<file path="src/design/dct_pkg.sv">
`default_nettype none

package dct_pkg;

   // ------------------------------------------------------------
   // widths
   // ------------------------------------------------------------
   localparam int data_width    = 13;
   localparam int coef_width    = 9;
   localparam int product_width = data_width + coef_width - 1;
   // room for four products per lane
   localparam int accum_width   = product_width + 2;
   localparam int frac_bits     = 9;

   // schedule
   localparam int block_size = 8;
   localparam int pair_count = 4;
   localparam int step_count = 16;
   localparam int last_step  = 15;
   localparam int last_slot  = 7;

   // sequencer state encodings
   localparam logic [1:0] seq_idle     = 2'd0;
   localparam logic [1:0] seq_multiply = 2'd1;
   localparam logic [1:0] seq_drain    = 2'd2;

   // ------------------------------------------------------------
   // coefficient tables, address {lane, pair}, scaled by 256
   // ------------------------------------------------------------
   localparam logic signed [coef_width-1:0] even_coef [step_count] = '{
      9'h0B5, 9'h0B5, 9'h0B5, 9'h0B5,
      9'h0ED, 9'h062, 9'h19E, 9'h113,
      9'h0B5, 9'h14B, 9'h14B, 9'h0B5,
      9'h062, 9'h113, 9'h0ED, 9'h19E
   };

   // symmetric, same address in both directions
   localparam logic signed [coef_width-1:0] odd_coef [step_count] = '{
      9'h0FB, 9'h0D5, 9'h08E, 9'h032,
      9'h0D5, 9'h1CE, 9'h105, 9'h172,
      9'h08E, 9'h105, 9'h032, 9'h0D5,
      9'h032, 9'h172, 9'h0D5, 9'h105
   };

   // ------------------------------------------------------------
   // shared types
   // ------------------------------------------------------------
   typedef logic signed [data_width-1:0] sample_t;

   typedef struct packed {
      sample_t op_even;
      sample_t op_odd;
   } operand_pair_t;

   // one step count, seen as a number or as pair and lane
   typedef union packed {
      logic [$clog2(step_count)-1:0] raw;
      struct packed {
         logic [$clog2(pair_count)-1:0] pair;
         logic [$clog2(pair_count)-1:0] lane;
      } fields;
   } step_word_t;

   typedef struct packed {
      logic       active;
      logic       product_valid;
      step_word_t step;
   } mac_ctrl_t;

   typedef struct packed {
      logic                          active;
      logic [$clog2(block_size)-1:0] slot;
   } slot_ctrl_t;

endpackage

`default_nettype wire

</file>
<file path="src/design/dct_butterfly.sv">
`default_nettype none

module dct_butterfly (
   input  wire logic              clock,
   input  wire logic              reset_n,
   input  wire logic              forward,
   input  wire logic              sample_valid,
   input  wire logic [2:0]        sample_index,
   input  wire dct_pkg::sample_t  sample,
   output dct_pkg::operand_pair_t operands,
   output logic                   pair_loaded
);

   dct_pkg::sample_t held;
   logic             odd_strobe;

   assign odd_strobe = sample_valid & sample_index[0];

   // ------------------------------------------------------------
   // operand loading
   // ------------------------------------------------------------
   always_ff @(posedge clock) begin
      // even index, first half of the pair
      if (sample_valid && !sample_index[0]) begin
         held <= sample;
      end
      if (odd_strobe) begin
         if (forward) begin
            // sum feeds even outputs, difference feeds odd
            operands.op_even <= held + sample;
            operands.op_odd  <= held - sample;
         end else begin
            // inverse takes X(2p) and X(2p+1) as they come
            operands.op_even <= held;
            operands.op_odd  <= sample;
         end
      end
   end

   always_ff @(posedge clock or negedge reset_n) begin
      if (!reset_n) begin
         pair_loaded <= 1'b0;
      end else begin
         pair_loaded <= odd_strobe;
      end
   end

endmodule

`default_nettype wire

</file>
<file path="src/design/dct_calc.sv">
`default_nettype none

module dct_calc (
   input  wire logic             clock,
   input  wire logic             reset_n,
   input  wire logic             forward,
   input  wire logic             sample_valid,
   input  wire logic [2:0]       sample_index,
   input  wire dct_pkg::sample_t sample,
   output dct_pkg::sample_t      result,
   output logic                  result_valid,
   output logic [2:0]            result_index
);

   dct_pkg::operand_pair_t                   operands;
   logic                                     pair_loaded;
   logic                                     run;
   logic                                     drain;
   logic                                     steps_done;
   logic                                     slots_done;
   dct_pkg::mac_ctrl_t                       mac_ctrl;
   dct_pkg::slot_ctrl_t                      slot_ctrl;
   logic signed [dct_pkg::coef_width-1:0]    coef_even;
   logic signed [dct_pkg::coef_width-1:0]    coef_odd;
   logic [dct_pkg::block_size-1:0][dct_pkg::accum_width-1:0] lane_sums;

   // ------------------------------------------------------------
   // input side
   // ------------------------------------------------------------
   dct_butterfly dct_butterfly_i (
      .clock        (clock),
      .reset_n      (reset_n),
      .forward      (forward),
      .sample_valid (sample_valid),
      .sample_index (sample_index),
      .sample       (sample),
      .operands     (operands),
      .pair_loaded  (pair_loaded)
   );

   // control
   dct_sequencer dct_sequencer_i (
      .clock       (clock),
      .reset_n     (reset_n),
      .pair_loaded (pair_loaded),
      .steps_done  (steps_done),
      .slots_done  (slots_done),
      .run         (run),
      .drain       (drain)
   );

   dct_step_counter dct_step_counter_i (
      .clock      (clock),
      .reset_n    (reset_n),
      .run        (run),
      .drain      (drain),
      .mac_ctrl   (mac_ctrl),
      .slot_ctrl  (slot_ctrl),
      .steps_done (steps_done),
      .slots_done (slots_done)
   );

   // ------------------------------------------------------------
   // data path
   // ------------------------------------------------------------
   dct_coef_rom dct_coef_rom_i (
      .forward   (forward),
      .mac_ctrl  (mac_ctrl),
      .coef_even (coef_even),
      .coef_odd  (coef_odd)
   );

   dct_mac_bank dct_mac_bank_i (
      .clock     (clock),
      .reset_n   (reset_n),
      .operands  (operands),
      .coef_even (coef_even),
      .coef_odd  (coef_odd),
      .mac_ctrl  (mac_ctrl),
      .lane_sums (lane_sums)
   );

   dct_output_stage dct_output_stage_i (
      .clock        (clock),
      .reset_n      (reset_n),
      .forward      (forward),
      .lane_sums    (lane_sums),
      .slot_ctrl    (slot_ctrl),
      .result       (result),
      .result_valid (result_valid),
      .result_index (result_index)
   );

endmodule

`default_nettype wire

</file>
<file path="src/design/dct_coef_rom.sv">
`default_nettype none

module dct_coef_rom (
   input  wire logic                                 forward,
   input  wire dct_pkg::mac_ctrl_t                   mac_ctrl,
   output logic signed [dct_pkg::coef_width-1:0]     coef_even,
   output logic signed [dct_pkg::coef_width-1:0]     coef_odd
);

   logic [$clog2(dct_pkg::pair_count)-1:0] lane;
   logic [$clog2(dct_pkg::pair_count)-1:0] pair;
   logic [$clog2(dct_pkg::step_count)-1:0] addr_even;
   logic [$clog2(dct_pkg::step_count)-1:0] addr_odd;

   // step word read as its two fields
   assign lane = mac_ctrl.step.fields.lane;
   assign pair = mac_ctrl.step.fields.pair;

   // ------------------------------------------------------------
   // table addressing
   // ------------------------------------------------------------
   // forward reads row k = lane, inverse reads the transpose
   always_comb begin
      if (forward) begin
         addr_even = {lane, pair};
      end else begin
         addr_even = {pair, lane};
      end
   end

   // odd table is symmetric
   assign addr_odd = {lane, pair};

   // lookups
   assign coef_even = dct_pkg::even_coef[addr_even];
   assign coef_odd  = dct_pkg::odd_coef[addr_odd];

endmodule

`default_nettype wire

</file>
<file path="src/design/dct_mac_bank.sv">
`default_nettype none

module dct_mac_bank (
   input  wire logic                                      clock,
   input  wire logic                                      reset_n,
   input  wire dct_pkg::operand_pair_t                    operands,
   input  wire logic signed [dct_pkg::coef_width-1:0]     coef_even,
   input  wire logic signed [dct_pkg::coef_width-1:0]     coef_odd,
   input  wire dct_pkg::mac_ctrl_t                        mac_ctrl,
   output logic [dct_pkg::block_size-1:0][dct_pkg::accum_width-1:0] lane_sums
);

   logic signed [dct_pkg::product_width-1:0] prod_even;
   logic signed [dct_pkg::product_width-1:0] prod_odd;
   // step of the products now in the registers
   dct_pkg::step_word_t                      prod_step;
   logic                                     first_pair;

   // ------------------------------------------------------------
   // registered multipliers
   // ------------------------------------------------------------
   always_ff @(posedge clock) begin
      if (mac_ctrl.active) begin
         prod_even <= dct_pkg::product_width'(operands.op_even)
                      * dct_pkg::product_width'(coef_even);
         prod_odd  <= dct_pkg::product_width'(operands.op_odd)
                      * dct_pkg::product_width'(coef_odd);
      end
   end

   always_ff @(posedge clock or negedge reset_n) begin
      if (!reset_n) begin
         prod_step.raw <= '0;
      end else if (mac_ctrl.active) begin
         prod_step <= mac_ctrl.step;
      end
   end

   // pair 0 starts a fresh sum
   assign first_pair = (prod_step.fields.pair == '0);

   // ------------------------------------------------------------
   // lane accumulators
   // ------------------------------------------------------------
   // even result of lane L in entry 2L, odd in 2L+1
   always_ff @(posedge clock) begin
      if (mac_ctrl.product_valid) begin
         if (first_pair) begin
            lane_sums[{prod_step.fields.lane, 1'b0}] <= dct_pkg::accum_width'(prod_even);
            lane_sums[{prod_step.fields.lane, 1'b1}] <= dct_pkg::accum_width'(prod_odd);
         end else begin
            lane_sums[{prod_step.fields.lane, 1'b0}] <=
               lane_sums[{prod_step.fields.lane, 1'b0}] + dct_pkg::accum_width'(prod_even);
            lane_sums[{prod_step.fields.lane, 1'b1}] <=
               lane_sums[{prod_step.fields.lane, 1'b1}] + dct_pkg::accum_width'(prod_odd);
         end
      end
   end

endmodule

`default_nettype wire

</file>
<file path="src/design/dct_output_stage.sv">
`default_nettype none

module dct_output_stage (
   input  wire logic                    clock,
   input  wire logic                    reset_n,
   input  wire logic                    forward,
   input  wire logic [dct_pkg::block_size-1:0][dct_pkg::accum_width-1:0] lane_sums,
   input  wire dct_pkg::slot_ctrl_t     slot_ctrl,
   output dct_pkg::sample_t             result,
   output logic                         result_valid,
   output logic [2:0]                   result_index
);

   dct_pkg::sample_t    cap_even;
   dct_pkg::sample_t    cap_odd;
   dct_pkg::slot_ctrl_t slot_d;
   dct_pkg::sample_t    next_result;
   logic [2:0]          next_index;

   // ------------------------------------------------------------
   // capture, one lane per even slot, scaled by 2^-9
   // ------------------------------------------------------------
   always_ff @(posedge clock) begin
      if (slot_ctrl.active && !slot_ctrl.slot[0]) begin
         cap_even <= lane_sums[{slot_ctrl.slot[2:1], 1'b0}][dct_pkg::frac_bits +: dct_pkg::data_width];
         cap_odd  <= lane_sums[{slot_ctrl.slot[2:1], 1'b1}][dct_pkg::frac_bits +: dct_pkg::data_width];
      end
   end

   always_ff @(posedge clock or negedge reset_n) begin
      if (!reset_n) begin
         slot_d <= '0;
      end else begin
         slot_d <= slot_ctrl;
      end
   end

   // recombination and index map
   always_comb begin
      if (forward) begin
         next_result = slot_d.slot[0] ? cap_odd : cap_even;
         next_index  = slot_d.slot;
      end else if (!slot_d.slot[0]) begin
         // y(k), wraps at 13 bits
         next_result = cap_even + cap_odd;
         next_index  = {1'b0, slot_d.slot[2:1]};
      end else begin
         // y(7-k)
         next_result = cap_even - cap_odd;
         next_index  = {1'b1, ~slot_d.slot[2:1]};
      end
   end

   // ------------------------------------------------------------
   // output registers
   // ------------------------------------------------------------
   always_ff @(posedge clock or negedge reset_n) begin
      if (!reset_n) begin
         result       <= '0;
         result_valid <= 1'b0;
         result_index <= '0;
      end else begin
         result_valid <= slot_d.active;
         if (slot_d.active) begin
            result       <= next_result;
            result_index <= next_index;
         end
      end
   end

endmodule

`default_nettype wire

</file>
<file path="src/design/dct_sequencer.sv">
`default_nettype none

module dct_sequencer (
   input  wire logic clock,
   input  wire logic reset_n,
   input  wire logic pair_loaded,
   input  wire logic steps_done,
   input  wire logic slots_done,
   output logic      run,
   output logic      drain
);

   logic [1:0]                             state;
   // steps still owed to the current pair
   logic [$clog2(dct_pkg::pair_count)-1:0] burst_left;

   // ------------------------------------------------------------
   // block state machine
   // ------------------------------------------------------------
   always_ff @(posedge clock or negedge reset_n) begin
      if (!reset_n) begin
         state <= dct_pkg::seq_idle;
      end else begin
         case (state)
            dct_pkg::seq_idle: begin
               if (pair_loaded) begin
                  state <= dct_pkg::seq_multiply;
               end
            end
            // steps_done marks the last product going into its lane
            dct_pkg::seq_multiply: begin
               if (steps_done) begin
                  state <= dct_pkg::seq_drain;
               end
            end
            dct_pkg::seq_drain: begin
               if (slots_done) begin
                  state <= dct_pkg::seq_idle;
               end
            end
            default: begin
               state <= dct_pkg::seq_idle;
            end
         endcase
      end
   end

   // four steps per pair, starting on the pair_loaded cycle
   always_ff @(posedge clock or negedge reset_n) begin
      if (!reset_n) begin
         burst_left <= '0;
      end else if (pair_loaded) begin
         burst_left <= '1;
      end else if (burst_left != '0) begin
         burst_left <= burst_left - 1'b1;
      end
   end

   // a gap between pairs leaves run low and the step count held
   assign run   = pair_loaded | (burst_left != '0);
   assign drain = (state == dct_pkg::seq_drain);

endmodule

`default_nettype wire

</file>
<file path="src/design/dct_step_counter.sv">
`default_nettype none

module dct_step_counter (
   input  wire logic           clock,
   input  wire logic           reset_n,
   input  wire logic           run,
   input  wire logic           drain,
   output dct_pkg::mac_ctrl_t  mac_ctrl,
   output dct_pkg::slot_ctrl_t slot_ctrl,
   output logic                steps_done,
   output logic                slots_done
);

   dct_pkg::step_word_t                    step_q;
   logic                                   product_valid_q;
   logic [$clog2(dct_pkg::block_size)-1:0] slot_q;

   // ------------------------------------------------------------
   // multiply steps
   // ------------------------------------------------------------
   always_ff @(posedge clock or negedge reset_n) begin
      if (!reset_n) begin
         step_q.raw      <= '0;
         product_valid_q <= 1'b0;
         steps_done      <= 1'b0;
      end else begin
         // wraps back to 0 after step 15
         if (run) begin
            step_q.raw <= step_q.raw + 1'b1;
         end
         product_valid_q <= run;
         // high while the last product is accumulated
         steps_done <= run & (step_q.raw == $bits(step_q.raw)'(dct_pkg::last_step));
      end
   end

   assign mac_ctrl.active        = run;
   assign mac_ctrl.product_valid = product_valid_q;
   assign mac_ctrl.step          = step_q;

   // drain slots
   always_ff @(posedge clock or negedge reset_n) begin
      if (!reset_n) begin
         slot_q <= '0;
      end else if (drain) begin
         slot_q <= slot_q + 1'b1;
      end else begin
         slot_q <= '0;
      end
   end

   assign slot_ctrl.active = drain;
   assign slot_ctrl.slot   = slot_q;
   assign slots_done       = drain & (slot_q == $bits(slot_q)'(dct_pkg::last_slot));

endmodule

`default_nettype wire

</file>
<file path="config.mk">
export PLATFORM = sky130hd
export DESIGN_NAME = dct_calc
export DESIGN_NICKNAME = d
export VERILOG_FILES = /design/src/design/dct_pkg.sv /design/src/design/dct_butterfly.sv /design/src/design/dct_calc.sv /design/src/design/dct_coef_rom.sv /design/src/design/dct_mac_bank.sv /design/src/design/dct_output_stage.sv /design/src/design/dct_sequencer.sv /design/src/design/dct_step_counter.sv
export SDC_FILE = /design/constraint.sdc
export NUM_CORES = 1
export LEC_CHECK = 0
export BUFFER_PORTS_ARGS = -buffer_cell sky130_fd_sc_hd__clkbuf_2
export CAP_MARGIN = 20
export CORE_ASPECT_RATIO = 0.6
export CORE_MARGIN = 2
export CORE_UTILIZATION = 60
export DETAILED_ROUTE_END_ITERATION = 8
export HOLD_SLACK_MARGIN = 0.1
export PLACE_DENSITY = 0.86
export SLEW_MARGIN = 20
export SYNTH_ARGS = -nofsm -noshare
export SYNTH_HDL_FRONTEND = slang
export SYNTH_SLANG_ARGS = --single-unit
</file>
<file path="constraint.sdc">
create_clock -name clock -period 9.41 [get_ports clock]
set_clock_uncertainty 0.15 [all_clocks]
set_input_delay 0.4705 -clock clock [delete_from_list [all_inputs] [get_ports clock]]
set_output_delay 0.4705 -clock clock [all_outputs]
set_load 0.02 [all_outputs]
</file>
Word level (Yosys, flattened, before mapping):

Memory sizes are Yosys's and may differ from the RTL's.
Index checks and enable logic that the tools add are counted.
W data, S select, Z words.

* add/subtract/negate cells: 9
* $mul: 2
* $lt $le $gt $ge: 8
* equality and inequality tests: 7
* multiplexer cells: 35
* bitwise gates (word level): 7
* reduce and logical (&&, ||, !) cells: 11

Operators by type and width (count)
* $bwmux W184: 4
* $bmux W23 S2: 4
* $mux W184: 1
* $demux W23 S2: 2
* $mux W23: 4
* $add A23 B23 Y23: 2
* $mux W22: 2
* $mul A13 B9 Y21: 2
* $mux W13: 3
* $mux W9: 4
* $add A13 B13 Y13: 2
* $mux W26: 1
* $sub A13 B13 Y13: 2
* $lt A3 B4 Y1 const B: 4
* $ge A5 B5 Y1 const B: 2
* $mux W2: 5
* $not A4 Y5: 2
* $mux W3: 3
* $ge A3 B1 Y1 const B: 2
* $pmux W2 S3: 1
* $add A4 B1 Y4 const B: 1
* $eq A4 B4 Y1 const B: 1
* $logic_and A1 B1 Y1: 4
* $logic_not A2 Y1: 2
* 14 further kinds: 19

* register bits after elaboration: 330
* ROM bits: 288
* input port bits: 20
* output and inout port bits: 17
* logic and storage cells: 109
* memories kept: 2

Memory list
* (name not given): words 16, bits a word 9, read ports 1, clocked after memory_dff 0, write ports 0, line dct_coef_rom.sv:35 `assign coef_even = dct_pkg::even_coef[addr_even];`
* (name not given): words 16, bits a word 9, read ports 1, clocked after memory_dff 0, write ports 0, line dct_coef_rom.sv:36 `assign coef_odd = dct_pkg::odd_coef[addr_odd];`

Logic depth before layout (Yosys ltp):

Gate-level depths: netlist (run 1).

* depth after elaboration: 7
* gate-level depth with buffers: 32
* gate-level depth less buffers: 27

Cells and area by module:

Synthesis (run 1) repeated with hierarchy kept, for this count alone.

* cells, all modules: 2413
* area, all modules: 26411.6 µm²

By module, submodules not included
* dct_mac_bank: instances 1, cells each 1742, area an instance 19292.3 µm², sequential area each 6886.6 µm²
* dct_output_stage: instances 1, cells each 257, area an instance 3156.8 µm², sequential area each 1306.3 µm²
* dct_butterfly: instances 1, cells each 268, area an instance 2757.6 µm², sequential area each 1196.1 µm²
* dct_coef_rom: instances 1, cells each 100, area an instance 644.4 µm², sequential area each 0.0 µm²
* dct_step_counter: instances 1, cells each 27, area an instance 365.4 µm², sequential area each 225.2 µm²
* dct_sequencer: instances 1, cells each 19, area an instance 195.2 µm², sequential area each 100.1 µm²

Worst setup path after synthesis (run 1):

Ideal clock, no wire load.

* kind: input -> register
* from: input port forward
* to: register dct_mac_bank_i.prod_even[19] (netlist bit), data pin
* library setup time: 257 ps
* arrival time: 7271 ps
* required time: 9003 ps
* slack: 1732 ps
* stages: 30
* path buffers: 5
* path through: clkbuf_1 -> clkbuf_1 -> buf_1 -> buf_1 -> mux2i_1 -> ha_1 -> inv_1 -> o21ai_0 -> nand3_1 -> and3_1 -> clkbuf_1 -> and2_1 -> inv_1 -> fa_1 -> inv_1 -> fa_1 -> inv_1 -> fa_1 -> inv_1 -> fa_1 -> ha_1 -> ha_1 -> a21o_1 -> a21oi_1 -> o21bai_1 -> a31oi_1 -> o211ai_1 -> a31o_2 -> a21o_1 -> xor2_1

* word-level cells in the longest chain between the ends: 6

Ends and longest elaborated chain
* start, declared: line dct_calc.sv:6 `input wire logic forward,`
* $mux W4: line dct_coef_rom.sv:24 `if (forward) begin`
* $not A4 Y5 (not written as such): line dct_coef_rom.sv:35
* $mem_v2 Z16 W9
* $mux W9 (not written as such) (2 in series): line dct_coef_rom.sv:35
* $mul A13 B9 Y21: line dct_mac_bank.sv:25 `* dct_pkg::product_width'(coef_even);`
* end signal, assigned: line dct_mac_bank.sv:24 `prod_even <= dct_pkg::product_width'(operands.op_even)`
* end, declared: line dct_mac_bank.sv:13 `logic signed [dct_pkg::product_width-1:0] prod_even;`

Every way passes these cells. The select of a mux whose other input is x is not followed.
A chain may end at the register's enable or synchronous reset.

Worst setup path after layout (run 1):

* from: register dct_step_counter_i.step_q[1] (netlist bit)
* to: register dct_mac_bank_i.prod_even[19] (netlist bit), data pin

* word-level cells in the longest chain between the ends: 6

Ends and longest elaborated chain
* start, declared: line dct_step_counter.sv:14 `dct_pkg::step_word_t step_q;`
* $mux W4: line dct_coef_rom.sv:24
* $not A4 Y5 (not written as such): line dct_coef_rom.sv:35
* $mem_v2 Z16 W9
* $mux W9 (not written as such) (2 in series): line dct_coef_rom.sv:35
* $mul A13 B9 Y21: line dct_mac_bank.sv:25

Every way passes these cells. The select of a mux whose other input is x is not followed.

==> results of run 1 <==
==> logic make-up after synthesis <==
group | after synthesis | share of synthesized area [%]
flops | 322 | 36.9
compound gates | 351 | 8.84
buf+inv | 339 | 4.96
mux | 124 | 8.29
simple gates | 718 | 13.1
fa+ha+maj | 374 | 23.9
xor+xnor | 119 | 4.06
==> worst reg2reg max path: cells and delay by family, from the launching register on <==
family	cells	cell delay, ns
flip-flops	1	0.99
multiplexers	1	0.37
AO/OA/AOI/OAI	9	2.57
buffers and inverters	3	0.12
XOR/XNOR	1	0.14
AND/OR/NAND/NOR	2	0.50
adder cells (fa/ha/maj)	7	2.80
==> how the worst max path moves through the flow <==
| stage | startpoint | to | cells after the start | slack [ns] |
|---|---|---|---|---|
| floorplan | forward | dct_mac_bank_i.prod_even[19] | 30 | 1.73 |
| global placement | forward | dct_mac_bank_i.prod_even[19] | 25 | 1.71 |
| detailed placement | forward | dct_mac_bank_i.prod_even[19] | 25 | 1.52 |
| CTS | dct_step_counter_i.step_q[1] | dct_mac_bank_i.prod_even[19] | 23 | 1.67 |
| global route | dct_step_counter_i.step_q[1] | dct_mac_bank_i.prod_even[19] | 23 | 1.20 |
| finish | dct_step_counter_i.step_q[1] | dct_mac_bank_i.prod_even[19] | 23 | 1.53 |
==> flip-flops by register name, summed over array words and instances (netlist names), 13 cells and up <==
| name | cells |
|---|---|
| dct_butterfly_i.held | 13 |
| dct_butterfly_i.operands | 26 |
| dct_mac_bank_i.lane_sums | 176 |
| dct_mac_bank_i.prod_even | 21 |
| dct_mac_bank_i.prod_odd | 21 |
| dct_output_stage_i.cap_even | 13 |
| dct_output_stage_i.cap_odd | 13 |
| dct_output_stage_i.result | 13 |
==> routing by layer <==
metal / global-route usage (%) / vias to the layer above
met5: 0 / -
met4: 8.46 / 0
met3: 6.94 / 137
met2: 43.7 / 995
met1: 39.4 / 8823
li1: - / 8149
==> through the flow <==
stage / std cells / setup slack (ns) / instance area [sq um]
after floorplan: 2347 / 1.73 / 25700
after global placement: 2883 / 1.71 / 26500
after detailed placement: 2883 / 1.52 / 26500
after CTS: 2955 / 1.67 / 27600
after global routing: 2955 / 1.20 / 27600
final: 2956 / 1.53 / 27600
==> cells in the final DEF, fill, tap and decap left out, types with 11 or more instances in the layout <==
master,count
sky130_fd_sc_hd__or2_2,19
sky130_fd_sc_hd__o21ai_0,76
sky130_fd_sc_hd__nand3_1,30
sky130_fd_sc_hd__o21bai_1,15
sky130_fd_sc_hd__xnor2_1,89
sky130_fd_sc_hd__nand2b_1,18
sky130_fd_sc_hd__nor3_1,28
sky130_fd_sc_hd__dfrtp_1,36
sky130_fd_sc_hd__a21oi_1,104
sky130_fd_sc_hd__and2_1,105
sky130_fd_sc_hd__clkbuf_2,34
sky130_fd_sc_hd__a21o_1,29
sky130_fd_sc_hd__nor2_1,271
sky130_fd_sc_hd__mux2i_1,44
sky130_fd_sc_hd__nor2b_1,26
sky130_fd_sc_hd__mux4_2,70
sky130_fd_sc_hd__o211ai_1,11
sky130_fd_sc_hd__a31oi_1,14
sky130_fd_sc_hd__inv_1,238
sky130_fd_sc_hd__edfxtp_1,283
sky130_fd_sc_hd__buf_4,32
sky130_fd_sc_hd__nand2_1,160
sky130_fd_sc_hd__xor2_1,30
sky130_fd_sc_hd__ha_1,180
sky130_fd_sc_hd__and3_1,15
sky130_fd_sc_hd__clkbuf_16,31
sky130_fd_sc_hd__a211oi_1,30
sky130_fd_sc_hd__dlygate4sd3_1,14
sky130_fd_sc_hd__or3_1,16
sky130_fd_sc_hd__fa_1,194
==> timing repair <==
item                                    in CTS  in global routing
setup buffers                                0                  0
hold endpoints to repair                    54                  0
hold buffers                                14                  0
endpoints found under the setup margin       0                  0
==> cell type report <==
type / count / area [sq um]
Multi-Input combinational cell: 1686 / 15000
Fill cell: 3013 / 14400
Sequential cell: 322 / 9480
Inverter: 239 / 897
Clock buffer: 37 / 798
Tap cell: 570 / 713
Timing Repair Buffer: 80 / 551
Clock inverter: 21 / 149
Antenna cell: 1 / 2.50
==> impl_metrics.py, run 1 <==
metrics = {
    "yosys": {
        "synth_sequential_area_ratio_pct": 36.9,
        "syn_area_sq_um": 25700,
        "synth_enable_flop_cells": 283,
        "synth_ff_type": "sky130_fd_sc_hd__edfxtp_1",
        "yosys.area.top_type": "sky130_fd_sc_hd__edfxtp_1",
        "postSynthNetCount": 2741,
        "async_flop_share_pct": 12.1,
        "post-synth-top-count-cell": "sky130_fd_sc_hd__edfxtp_1",
        "synthTopCellsByCount": "283 x sky130_fd_sc_hd__edfxtp_1, 277 x sky130_fd_sc_hd__nor2_1, 238 x sky130_fd_sc_hd__inv_1",
        "syn_inst": 2347,
        "netlist-cell-type-count": 73,
        "number_of_warnings_reported_in_the_yosys_synthesis_log": 0,
        "avgSynthCellArea_sq_um": 10.9,
        "area_share_of_the_leading_cell_type_in_the_synthesized_netlist_pct": 33.1,
        "synth.ff_latch_count": 322,
        "yosys-top-cells-area": "sky130_fd_sc_hd__edfxtp_1 33%, sky130_fd_sc_hd__fa_1 15%, sky130_fd_sc_hd__ha_1 8.8%",
    },
    "place": {
        "routability_congestion_estimate": 0.970,
        "port_buffers": 34,
        "hpwlAfterDp_um": 44600,
    },
    "die": {
        "die_w_um": 271,
        "ioPinCount": 37,
        "placement_row_count": 58,
        "core_sq_um": 42000,
        "start_util_pct": 61.1,
        "floorplan.die_area_sq_um": 44500,
        "die_y_um": 164,
    },
    "worst_setup_path": {
        "path_delay_family": "adder cells",
        "critical_path_startpoint_category": "flop",
        "worst_path_max_delay_cell": "sky130_fd_sc_hd__dfrtp_1",
        "worst_ep_arrival_time_ns": 8.08,
        "cell_breakdown_of_the_critical_path": "nand2_1 -> o21ai_0 -> mux2_2 -> o21bai_1 -> nand2_1 -> fa_1 -> fa_1 -> inv_1 -> ha_1 -> inv_1 -> fa_1 -> inv_1 -> ha_1 -> ha_1 -> fa_1 -> a21o_1 -> a21oi_1 -> o21bai_1 -> a31oi_1 -> o211ai_1 -> a31o_2 -> a21o_1 -> xor2_1",
        "ff2ff_setup_slack_ns": 1.53,
        "worstReg2RegStart": "dct_step_counter_i.step_q[1]",
        "max_fo_critical_path": 33,
        "cpPeakStageDelay_ns": 0.99,
        "critical_path_required_ns": 9.61,
        "crit_buf_inv": 3,
        "timing.critical_path.mode_cell": "sky130_fd_sc_hd__fa_1",
        "crit-reg2reg-capture": "dct_mac_bank_i.prod_even[19]",
        "worstSetupEndpointType": "flop",
        "critical_path_class": "reg2reg",
        "worst-r2r-cell-count": 23,
    },
    "final_layout": {
        "final_net_count": 2754,
        "postLayoutCoreUtil_pct": 65.6,
        "synthToLayoutAreaGrowth_pct": 7.38,
        "post_route_cells_drive_above_1_share_pct": 9.94,
    },
    "route": {
        "routed-via-count": 18100,
        "drt_pre_antenna_iters": 7,
        "first_iter_violations": 1819,
        "drtAntennaViolNets": 0,
        "maxUsedRoutingLayer": "met4",
        "wl_per_cell_um": 20.8,
        "wl_met1_um": 25100,
        "routed_length_on_met2_um": 27400,
        "route.detailed.vias_per_inst": 6.12,
        "met3_length_um": 6970,
        "post-route-drc-count": 0,
        "routed_wirelength_um": 61400,
    },
    "global_routing": {
        "number_of_global_route_vias_before_repair": 18400,
        "pin_count_of_the_biggest_net_entering_global_routing": 59,
        "grt_util_all_layers_pct": 28.1,
        "antenna_found_initial": 1,
        "grt_remaining_overflow": 0,
        "grt_pass1_wl_um": 98100,
    },
    "worst_hold_path": {
        "timing.hold.worst.class": "in2reg",
        "endpoint_with_the_worst_hold_slack": "dct_butterfly_i.held[5]",
        "critical_hold_path_startpoint": "sample_index[0]",
        "whs_path_depth": 2,
    },
    "timing": {
        "final.hold.worst_slack_ns": 0.149,
        "timing.final.crit_period_ns": 7.88,
        "final_report_hold_violation_count": 0,
        "setup_total_negative_slack_ns": 0,
        "worst_pin_slew_ns": 1.18,
        "fmaxAchievable_mhz": 127,
        "final_count_of_negative_setup_slack_endpoints": 0,
        "slew_headroom_pct": 21.2,
        "slew_viol_final": 0,
        "layout_worst_path_cycle_share_pct": 83.7,
        "rsz_0062_raised_after_global_routing": "false",
    },
    "run": {
        "timing.max_cap.violations": 0,
    },
    "outcome": {
        "outcome": "finished clean",
    },
    "clock_tree": {
        "clk_latency_ns": 0.61,
        "ctsLongestPathBuffers": 3,
        "cts_buffers": 31,
        "path_clk_slew_ns": 0.06,
        "cts_resized": 0,
        "cts-htree-levels": 1,
        "cts_root_buffer": "sky130_fd_sc_hd__clkbuf_16",
        "tritoncts": "built",
        "cts.sink_count": 322,
    },
}
Power of run 1 is left out: the tool's default activity adds up to more than one toggle a clock period on the data nets, which glitch-free logic cannot reach.
==> inputs of run 2 (changes only) <==
- CORE_UTILIZATION: 60 -> 59
- PLACE_DENSITY: 0.86 -> 0.88
- clock period: 9.41 -> 6.9 ns (I/O delays scaled with it)
==> run 2 against run 1 <==
Against the previous run: critical path depth up 2; clock-buffer cell count down 5; final area up 1.3%; register-to-register slack worse by 1.3 ns; routed wire length down 1.2%; via count down 0.28%; hold slack worse by 0.023 ns; cell count up 0.91%; critical endpoint is now dct_mac_bank_i.prod_odd[18]; die area up 1.7%; sequential cell count unchanged; sequential share of layout area down 0.46 points; first-iteration DRC count up 7.4%.
==> impl_metrics.py, run 2 (synthesized netlist as in run 1, its figures left out) <==
metrics = {
    "timing": {
        "slew_viol_final": 0,
        "final_count_of_negative_setup_slack_endpoints": 0,
        "layout_worst_path_cycle_share_pct": 96.4,
        "fmaxAchievable_mhz": 150,
        "timing.final.crit_period_ns": 6.65,
        "setup_ws_ns": 0.250,
        "final_report_hold_violation_count": 0,
        "worst_pin_slew_ns": 1.04,
        "slew_headroom_pct": 30.5,
    },
    "worst_setup_path": {
        "worst-r2r-cell-count": 25,
        "worstSetupEndpointType": "flop",
        "worst_setup_path_startpoint": "dct_step_counter_i.step_q[2]",
        "worstReg2RegStart": "dct_step_counter_i.step_q[2]",
        "critical_path_startpoint_category": "flop",
        "critical_path_class": "reg2reg",
        "worst_path_max_delay_cell": "sky130_fd_sc_hd__fa_1",
        "max_fo_critical_path": 16,
        "crit-reg2reg-capture": "dct_mac_bank_i.prod_odd[18]",
        "cpPeakStageDelay_ns": 0.52,
        "timing.critical_path.mode_cell": "sky130_fd_sc_hd__fa_1",
        "worst_ep_arrival_time_ns": 6.85,
        "ff2ff_setup_slack_ns": 0.25,
        "critPathCapture": "dct_mac_bank_i.prod_odd[18]",
        "critical_path_required_ns": 7.10,
    },
    "die": {
        "core_sq_um": 43100,
        "die_y_um": 166,
        "die_w_um": 273,
        "placement_row_count": 59,
        "floorplan.die_area_sq_um": 45300,
        "start_util_pct": 59.6,
        "ioPinCount": 37,
    },
    "final_layout": {
        "insertedDiodeCount": 0,
        "biggestRegsByFlops": "dct_mac_bank_i.lane_sums (176), dct_butterfly_i.operands (26)",
        "layout.cells.most_common": "sky130_fd_sc_hd__edfxtp_1",
        "synthToLayoutAreaGrowth_pct": 8.79,
        "post_route_cells_drive_above_1_share_pct": 11.4,
        "most-common-layout-cells": "283 x sky130_fd_sc_hd__edfxtp_1, 270 x sky130_fd_sc_hd__nor2_1, 238 x sky130_fd_sc_hd__inv_1",
        "filler_cell_count": 3228,
        "final_net_count": 2773,
        "layout.cell_area.non_filler_sq_um": 27900,
        "largest_register_ff_count": 176,
        "top_register": "dct_mac_bank_i.lane_sums",
    },
    "place": {
        "hpwlAfterDp_um": 44200,
        "routability_congestion_estimate": 0.956,
        "port_buffers": 34,
        "placedInstanceArea_sq_um": 26600,
        "pre_cts_slack_ns": -0.116,
    },
    "outcome": {
        "outcome": "finished clean",
    },
    "run": {
        "timing.max_cap.violations": 0,
    },
    "global_routing": {
        "grt_util_all_layers_pct": 27.5,
        "pin_count_of_the_biggest_net_entering_global_routing": 59,
        "number_of_global_route_vias_before_repair": 18300,
        "grt_remaining_overflow": 0,
        "antenna_found_initial": 0,
        "grt_pass1_wl_um": 97100,
    },
    "route": {
        "routed_wirelength_um": 60700,
        "wl_per_cell_um": 20.3,
        "drt_pre_antenna_iters": 5,
        "post-route-drc-count": 0,
        "route.detailed.vias_per_inst": 6.05,
        "routed-via-count": 18100,
        "first_iter_violations": 1954,
        "drtAntennaViolNets": 0,
    },
    "clock_tree": {
        "path_clk_slew_ns": 0.07,
        "clk_latency_ns": 0.61,
        "cts-htree-levels": 1,
        "tritoncts": "built",
        "cts.sink_count": 322,
        "cts_root_buffer": "sky130_fd_sc_hd__clkbuf_16",
        "cts_buffers": 31,
        "cts_setup_buffers": 0,
        "ctsLongestPathBuffers": 3,
    },
    "worst_hold_path": {
        "timing.hold.worst.class": "in2reg",
        "whs_path_depth": 2,
    },
}
==> run 2: worst min-delay path by stage <==
stage | endpoint | from | slack [ns]
2_1_floorplan | dct_butterfly_i.pair_loaded | reset_n | -0.10
3_3_place_gp | dct_output_stage_i.slot_d[0] | dct_step_counter_i.slot_q[0] | 0.26
3_5_place_dp | dct_output_stage_i.slot_d[0] | dct_step_counter_i.slot_q[0] | 0.27
4_1_cts | dct_butterfly_i.held[9] | sample_index[0] | 0.12
5_1_grt | dct_butterfly_i.held[0] | sample_index[0] | 0.17
6_report | dct_butterfly_i.held[5] | sample_index[0] | 0.13
==> run 2: stage by stage <==
stage,utilization (%),std cells,TNS [ns],hold WS (ns)
after detailed placement,61.8,2911,-0.116,0.275
after global placement,61.8,2911,0,0.261
after floorplan,-,2347,0,-0.101
after global routing,64.8,2983,-0.0183,0.167
final,64.8,2983,0,0.126
after CTS,64.6,2983,0,0.122
==> run 2: critical path, delay by kind of cell, from the launching register on <==
| family | cells | cell delay (ns) |
|---|---|---|
| XOR/XNOR | 1 | 0.08 |
| buffers and inverters | 6 | 0.85 |
| flip-flops | 1 | 0.39 |
| adder cells (fa/ha/maj) | 7 | 3.12 |
| AO/OA/AOI/OAI | 7 | 1.26 |
| AND/OR/NAND/NOR | 4 | 0.56 |
==> run 2: timing repair <==
action | 4_1_cts | 5_1_grt
setup endpoints to repair | 0 | 6
hold buffers | 14 | 0
endpoints found under the hold margin | 65 | 0
resized for setup | 0 | 14
==> run 2: area by class of cell <==
class	count	area (sq um)	share of cell area, %
multi-input combinational	1686	15000	53.9
sequential	322	9480	33.9
inverter	239	897	3.21
tap	579	724	2.59
clock inverter	26	312	1.12
clock buffer	32	779	2.79
timing repair buffer	99	697	2.49
==> run 2: routing by layer <==
metal | up-vias | share of wire [%] | global-route usage, %
met1 | 8888 | 42 | 38.7
met5 | - | 0 | 0
met3 | 74 | 10 | 6.42
met4 | 0 | 1.3 | 3.95
li1 | 8181 | - | -
met2 | 911 | 46 | 44.8
Power of run 2 is left out for the same reason.
==> inputs of run 3 (changes only) <==
- PLACE_DENSITY: 0.88 -> default
- PLACE_DENSITY_LB_ADDON: default -> 0.12
- REMOVE_ABC_BUFFERS: default -> 1
==> run 3 against run 2 <==
Against the previous run: final area rose by 0.40%; cell count grew 0.20%; global-route usage decreased by 0.12 points; utilization is 0.26 points higher; clock-buffer cell count rose by 10; highest routed layer unchanged.
==> impl_metrics.py, run 3 (synthesized netlist as in run 1, its figures left out) <==
metrics = {
    "global_routing": {
        "number_of_global_route_vias_before_repair": 17600,
        "antenna_found_initial": 1,
        "pin_count_of_the_biggest_net_entering_global_routing": 48,
        "grt_pass1_wl_um": 96300,
        "grt_remaining_overflow": 0,
        "grt_util_all_layers_pct": 27.3,
    },
    "final_layout": {
        "post_route_cells_drive_above_1_share_pct": 11.5,
        "area.sequential_sq_um": 9490,
        "top_register": "dct_mac_bank_i.lane_sums",
        "multi_input_area_sq_um": 15000,
        "insertedDiodeCount": 0,
        "layout.cells.most_common": "sky130_fd_sc_hd__edfxtp_1",
        "final_net_count": 2778,
        "synthToLayoutAreaGrowth_pct": 9.22,
        "filler_cell_count": 3373,
        "layout.cell_area.non_filler_sq_um": 28000,
        "largest_register_ff_count": 176,
        "layoutNonFillerInstCount": 2989,
        "most-common-layout-cells": "283 x sky130_fd_sc_hd__edfxtp_1, 271 x sky130_fd_sc_hd__nor2_1, 238 x sky130_fd_sc_hd__inv_1",
        "biggestRegsByFlops": "dct_mac_bank_i.lane_sums (176), dct_butterfly_i.operands (26)",
    },
    "die": {
        "ioPinCount": 37,
        "floorplan.die_area_sq_um": 45300,
        "start_util_pct": 59.6,
        "die_w_um": 273,
        "die_y_um": 166,
        "core_sq_um": 43100,
        "placement_row_count": 59,
    },
    "worst_setup_path": {
        "max_fo_critical_path": 7,
        "crit_buf_inv": 5,
        "critical_path_class": "reg2reg",
        "critical_path_startpoint_category": "flop",
        "worstSetupEndpointType": "flop",
        "timing.critical_path.mode_cell": "sky130_fd_sc_hd__inv_1",
        "worst_ep_arrival_time_ns": 6.61,
        "worst_path_max_delay_cell": "sky130_fd_sc_hd__fa_1",
        "path_delay_family": "adder cells",
        "critical_path_required_ns": 7.03,
        "cpPeakStageDelay_ns": 0.51,
    },
    "route": {
        "drt_pre_antenna_iters": 5,
        "drtAntennaViolNets": 0,
        "route.detailed.vias_per_inst": 5.94,
        "routed-via-count": 17800,
        "routed_wirelength_um": 59600,
        "wl_per_cell_um": 19.9,
        "post-route-drc-count": 0,
        "first_iter_violations": 1771,
    },
    "clock_tree": {
        "ctsLongestPathBuffers": 3,
        "cts_buffers": 34,
        "cts-htree-levels": 2,
        "clk_latency_ns": 0.54,
        "cts_setup_buffers": 0,
        "cts_root_buffer": "sky130_fd_sc_hd__clkbuf_16",
        "tritoncts": "built",
        "cts.sink_count": 322,
        "path_clk_slew_ns": 0.07,
    },
    "place": {
        "hpwlAfterDp_um": 42800,
        "placedInstanceArea_sq_um": 26700,
        "dp.cells": 2912,
        "port_buffers": 34,
        "routability_congestion_estimate": 0.931,
    },
    "timing": {
        "timing.final.crit_period_ns": 6.48,
        "final_report_hold_violation_count": 0,
        "fmaxAchievable_mhz": 154,
        "slew_viol_final": 0,
        "final_count_of_negative_setup_slack_endpoints": 0,
        "rsz_0062_raised_after_global_routing": "false",
        "layout_worst_path_cycle_share_pct": 93.8,
        "slew_headroom_pct": 32.6,
        "worst_pin_slew_ns": 1.01,
    },
    "worst_hold_path": {
        "timing.hold.worst.class": "in2reg",
    },
    "run": {
        "timing.max_cap.violations": 0,
    },
    "outcome": {
        "outcome": "finished clean",
    },
}
==> run 3: cell types whose count changed in the layout (fill, tap and decap cells not counted), moves of 2 or more <==
cell | previous run | this run
sky130_fd_sc_hd__clkbuf_16 | 31 | 35
sky130_fd_sc_hd__clkbuf_1 | 1 | 4
sky130_fd_sc_hd__clkbuf_8 | 0 | 3
sky130_fd_sc_hd__a21oi_1 | 104 | 102
sky130_fd_sc_hd__a21oi_2 | 0 | 2
sky130_fd_sc_hd__clkinv_1 | 5 | 3
sky130_fd_sc_hd__clkinv_8 | 0 | 2
sky130_fd_sc_hd__clkinvlp_4 | 3 | 1
sky130_fd_sc_hd__dfrtp_1 | 36 | 34
==> run 3: through the flow <==
stage / worst slack (ns) / utilization [%] / TNS [ns] / hold WS [ns]
after CTS: 0.128 / 64.9 / 0 / 0.124
after floorplan: -0.554 / - / -2.16 / -0.101
final: 0.425 / 65.1 / 0 / 0.128
after global routing: 0.0151 / 65.1 / 0 / 0.147
after detailed placement: 0.0589 / 61.8 / 0 / 0.275
after global placement: 0.138 / 61.8 / 0 / 0.272
==> run 3: metal layers <==
metal / part of all wire [%] / vias up / global-route usage, %
met5: 0 / - / 0
met4: 1.5 / 0 / 5.07
met3: 7.6 / 70 / 4.81
met2: 44 / 608 / 42.3
met1: 46 / 8873 / 41.0
li1: - / 8208 / -
==> run 3: layout make-up <==
cell class | count | share of cell area, %
Inverter | 239 | 3.20
Tap cell | 579 | 2.58
Clock inverter | 20 | 0.923
Clock buffer | 42 | 3.32
Multi-Input combinational cell | 1686 | 53.6
Sequential cell | 322 | 33.8
Timing Repair Buffer | 101 | 2.58
==> run 3: repair_timing <==
action,in CTS,in global routing
hold endpoints to repair,63,0
hold buffers,15,0
setup endpoints to repair,0,9
gates resized for setup,0,14
==> run 3: worst register-to-register path, cell delays in order, from the launching register on <==
cell and delay, ns:
sky130_fd_sc_hd__dfrtp_2 0.43, sky130_fd_sc_hd__mux2i_1 0.12, sky130_fd_sc_hd__ha_1 0.31, sky130_fd_sc_hd__inv_1 0.08
sky130_fd_sc_hd__or3_1 0.38, sky130_fd_sc_hd__and3_2 0.25, sky130_fd_sc_hd__and2_1 0.19, sky130_fd_sc_hd__inv_1 0.07
sky130_fd_sc_hd__fa_1 0.44, sky130_fd_sc_hd__fa_1 0.51, sky130_fd_sc_hd__inv_1 0.04, sky130_fd_sc_hd__ha_1 0.27
sky130_fd_sc_hd__inv_1 0.04, sky130_fd_sc_hd__fa_1 0.47, sky130_fd_sc_hd__inv_1 0.04, sky130_fd_sc_hd__ha_1 0.27
sky130_fd_sc_hd__ha_1 0.24, sky130_fd_sc_hd__fa_1 0.47, sky130_fd_sc_hd__a21o_1 0.19, sky130_fd_sc_hd__a21oi_2 0.18
sky130_fd_sc_hd__o21bai_1 0.12, sky130_fd_sc_hd__a31oi_2 0.26, sky130_fd_sc_hd__o211ai_1 0.15, sky130_fd_sc_hd__a31o_2 0.25
sky130_fd_sc_hd__a21o_1 0.18, sky130_fd_sc_hd__xor2_1 0.13
==> run 3: worst paths after layout <==
path | cells past startpoint | slack [ns] | to | from
max in group asynchronous | 2 | 5.53 | dct_mac_bank_i.prod_step[0] | reset_n
worst max-delay path | 25 | 0.42 | dct_mac_bank_i.prod_even[19] | dct_step_counter_i.step_q[3]
worst max register to register | 25 | 0.42 | dct_mac_bank_i.prod_even[19] | dct_step_counter_i.step_q[3]
min in group asynchronous | 2 | 0.35 | dct_output_stage_i.result[12] | reset_n
worst min register to register | 0 | 0.29 | dct_output_stage_i.slot_d[0] | dct_step_counter_i.slot_q[0]
worst min-delay path | 2 | 0.13 | dct_butterfly_i.held[10] | sample_valid
Power of run 3 is left out for the same reason.
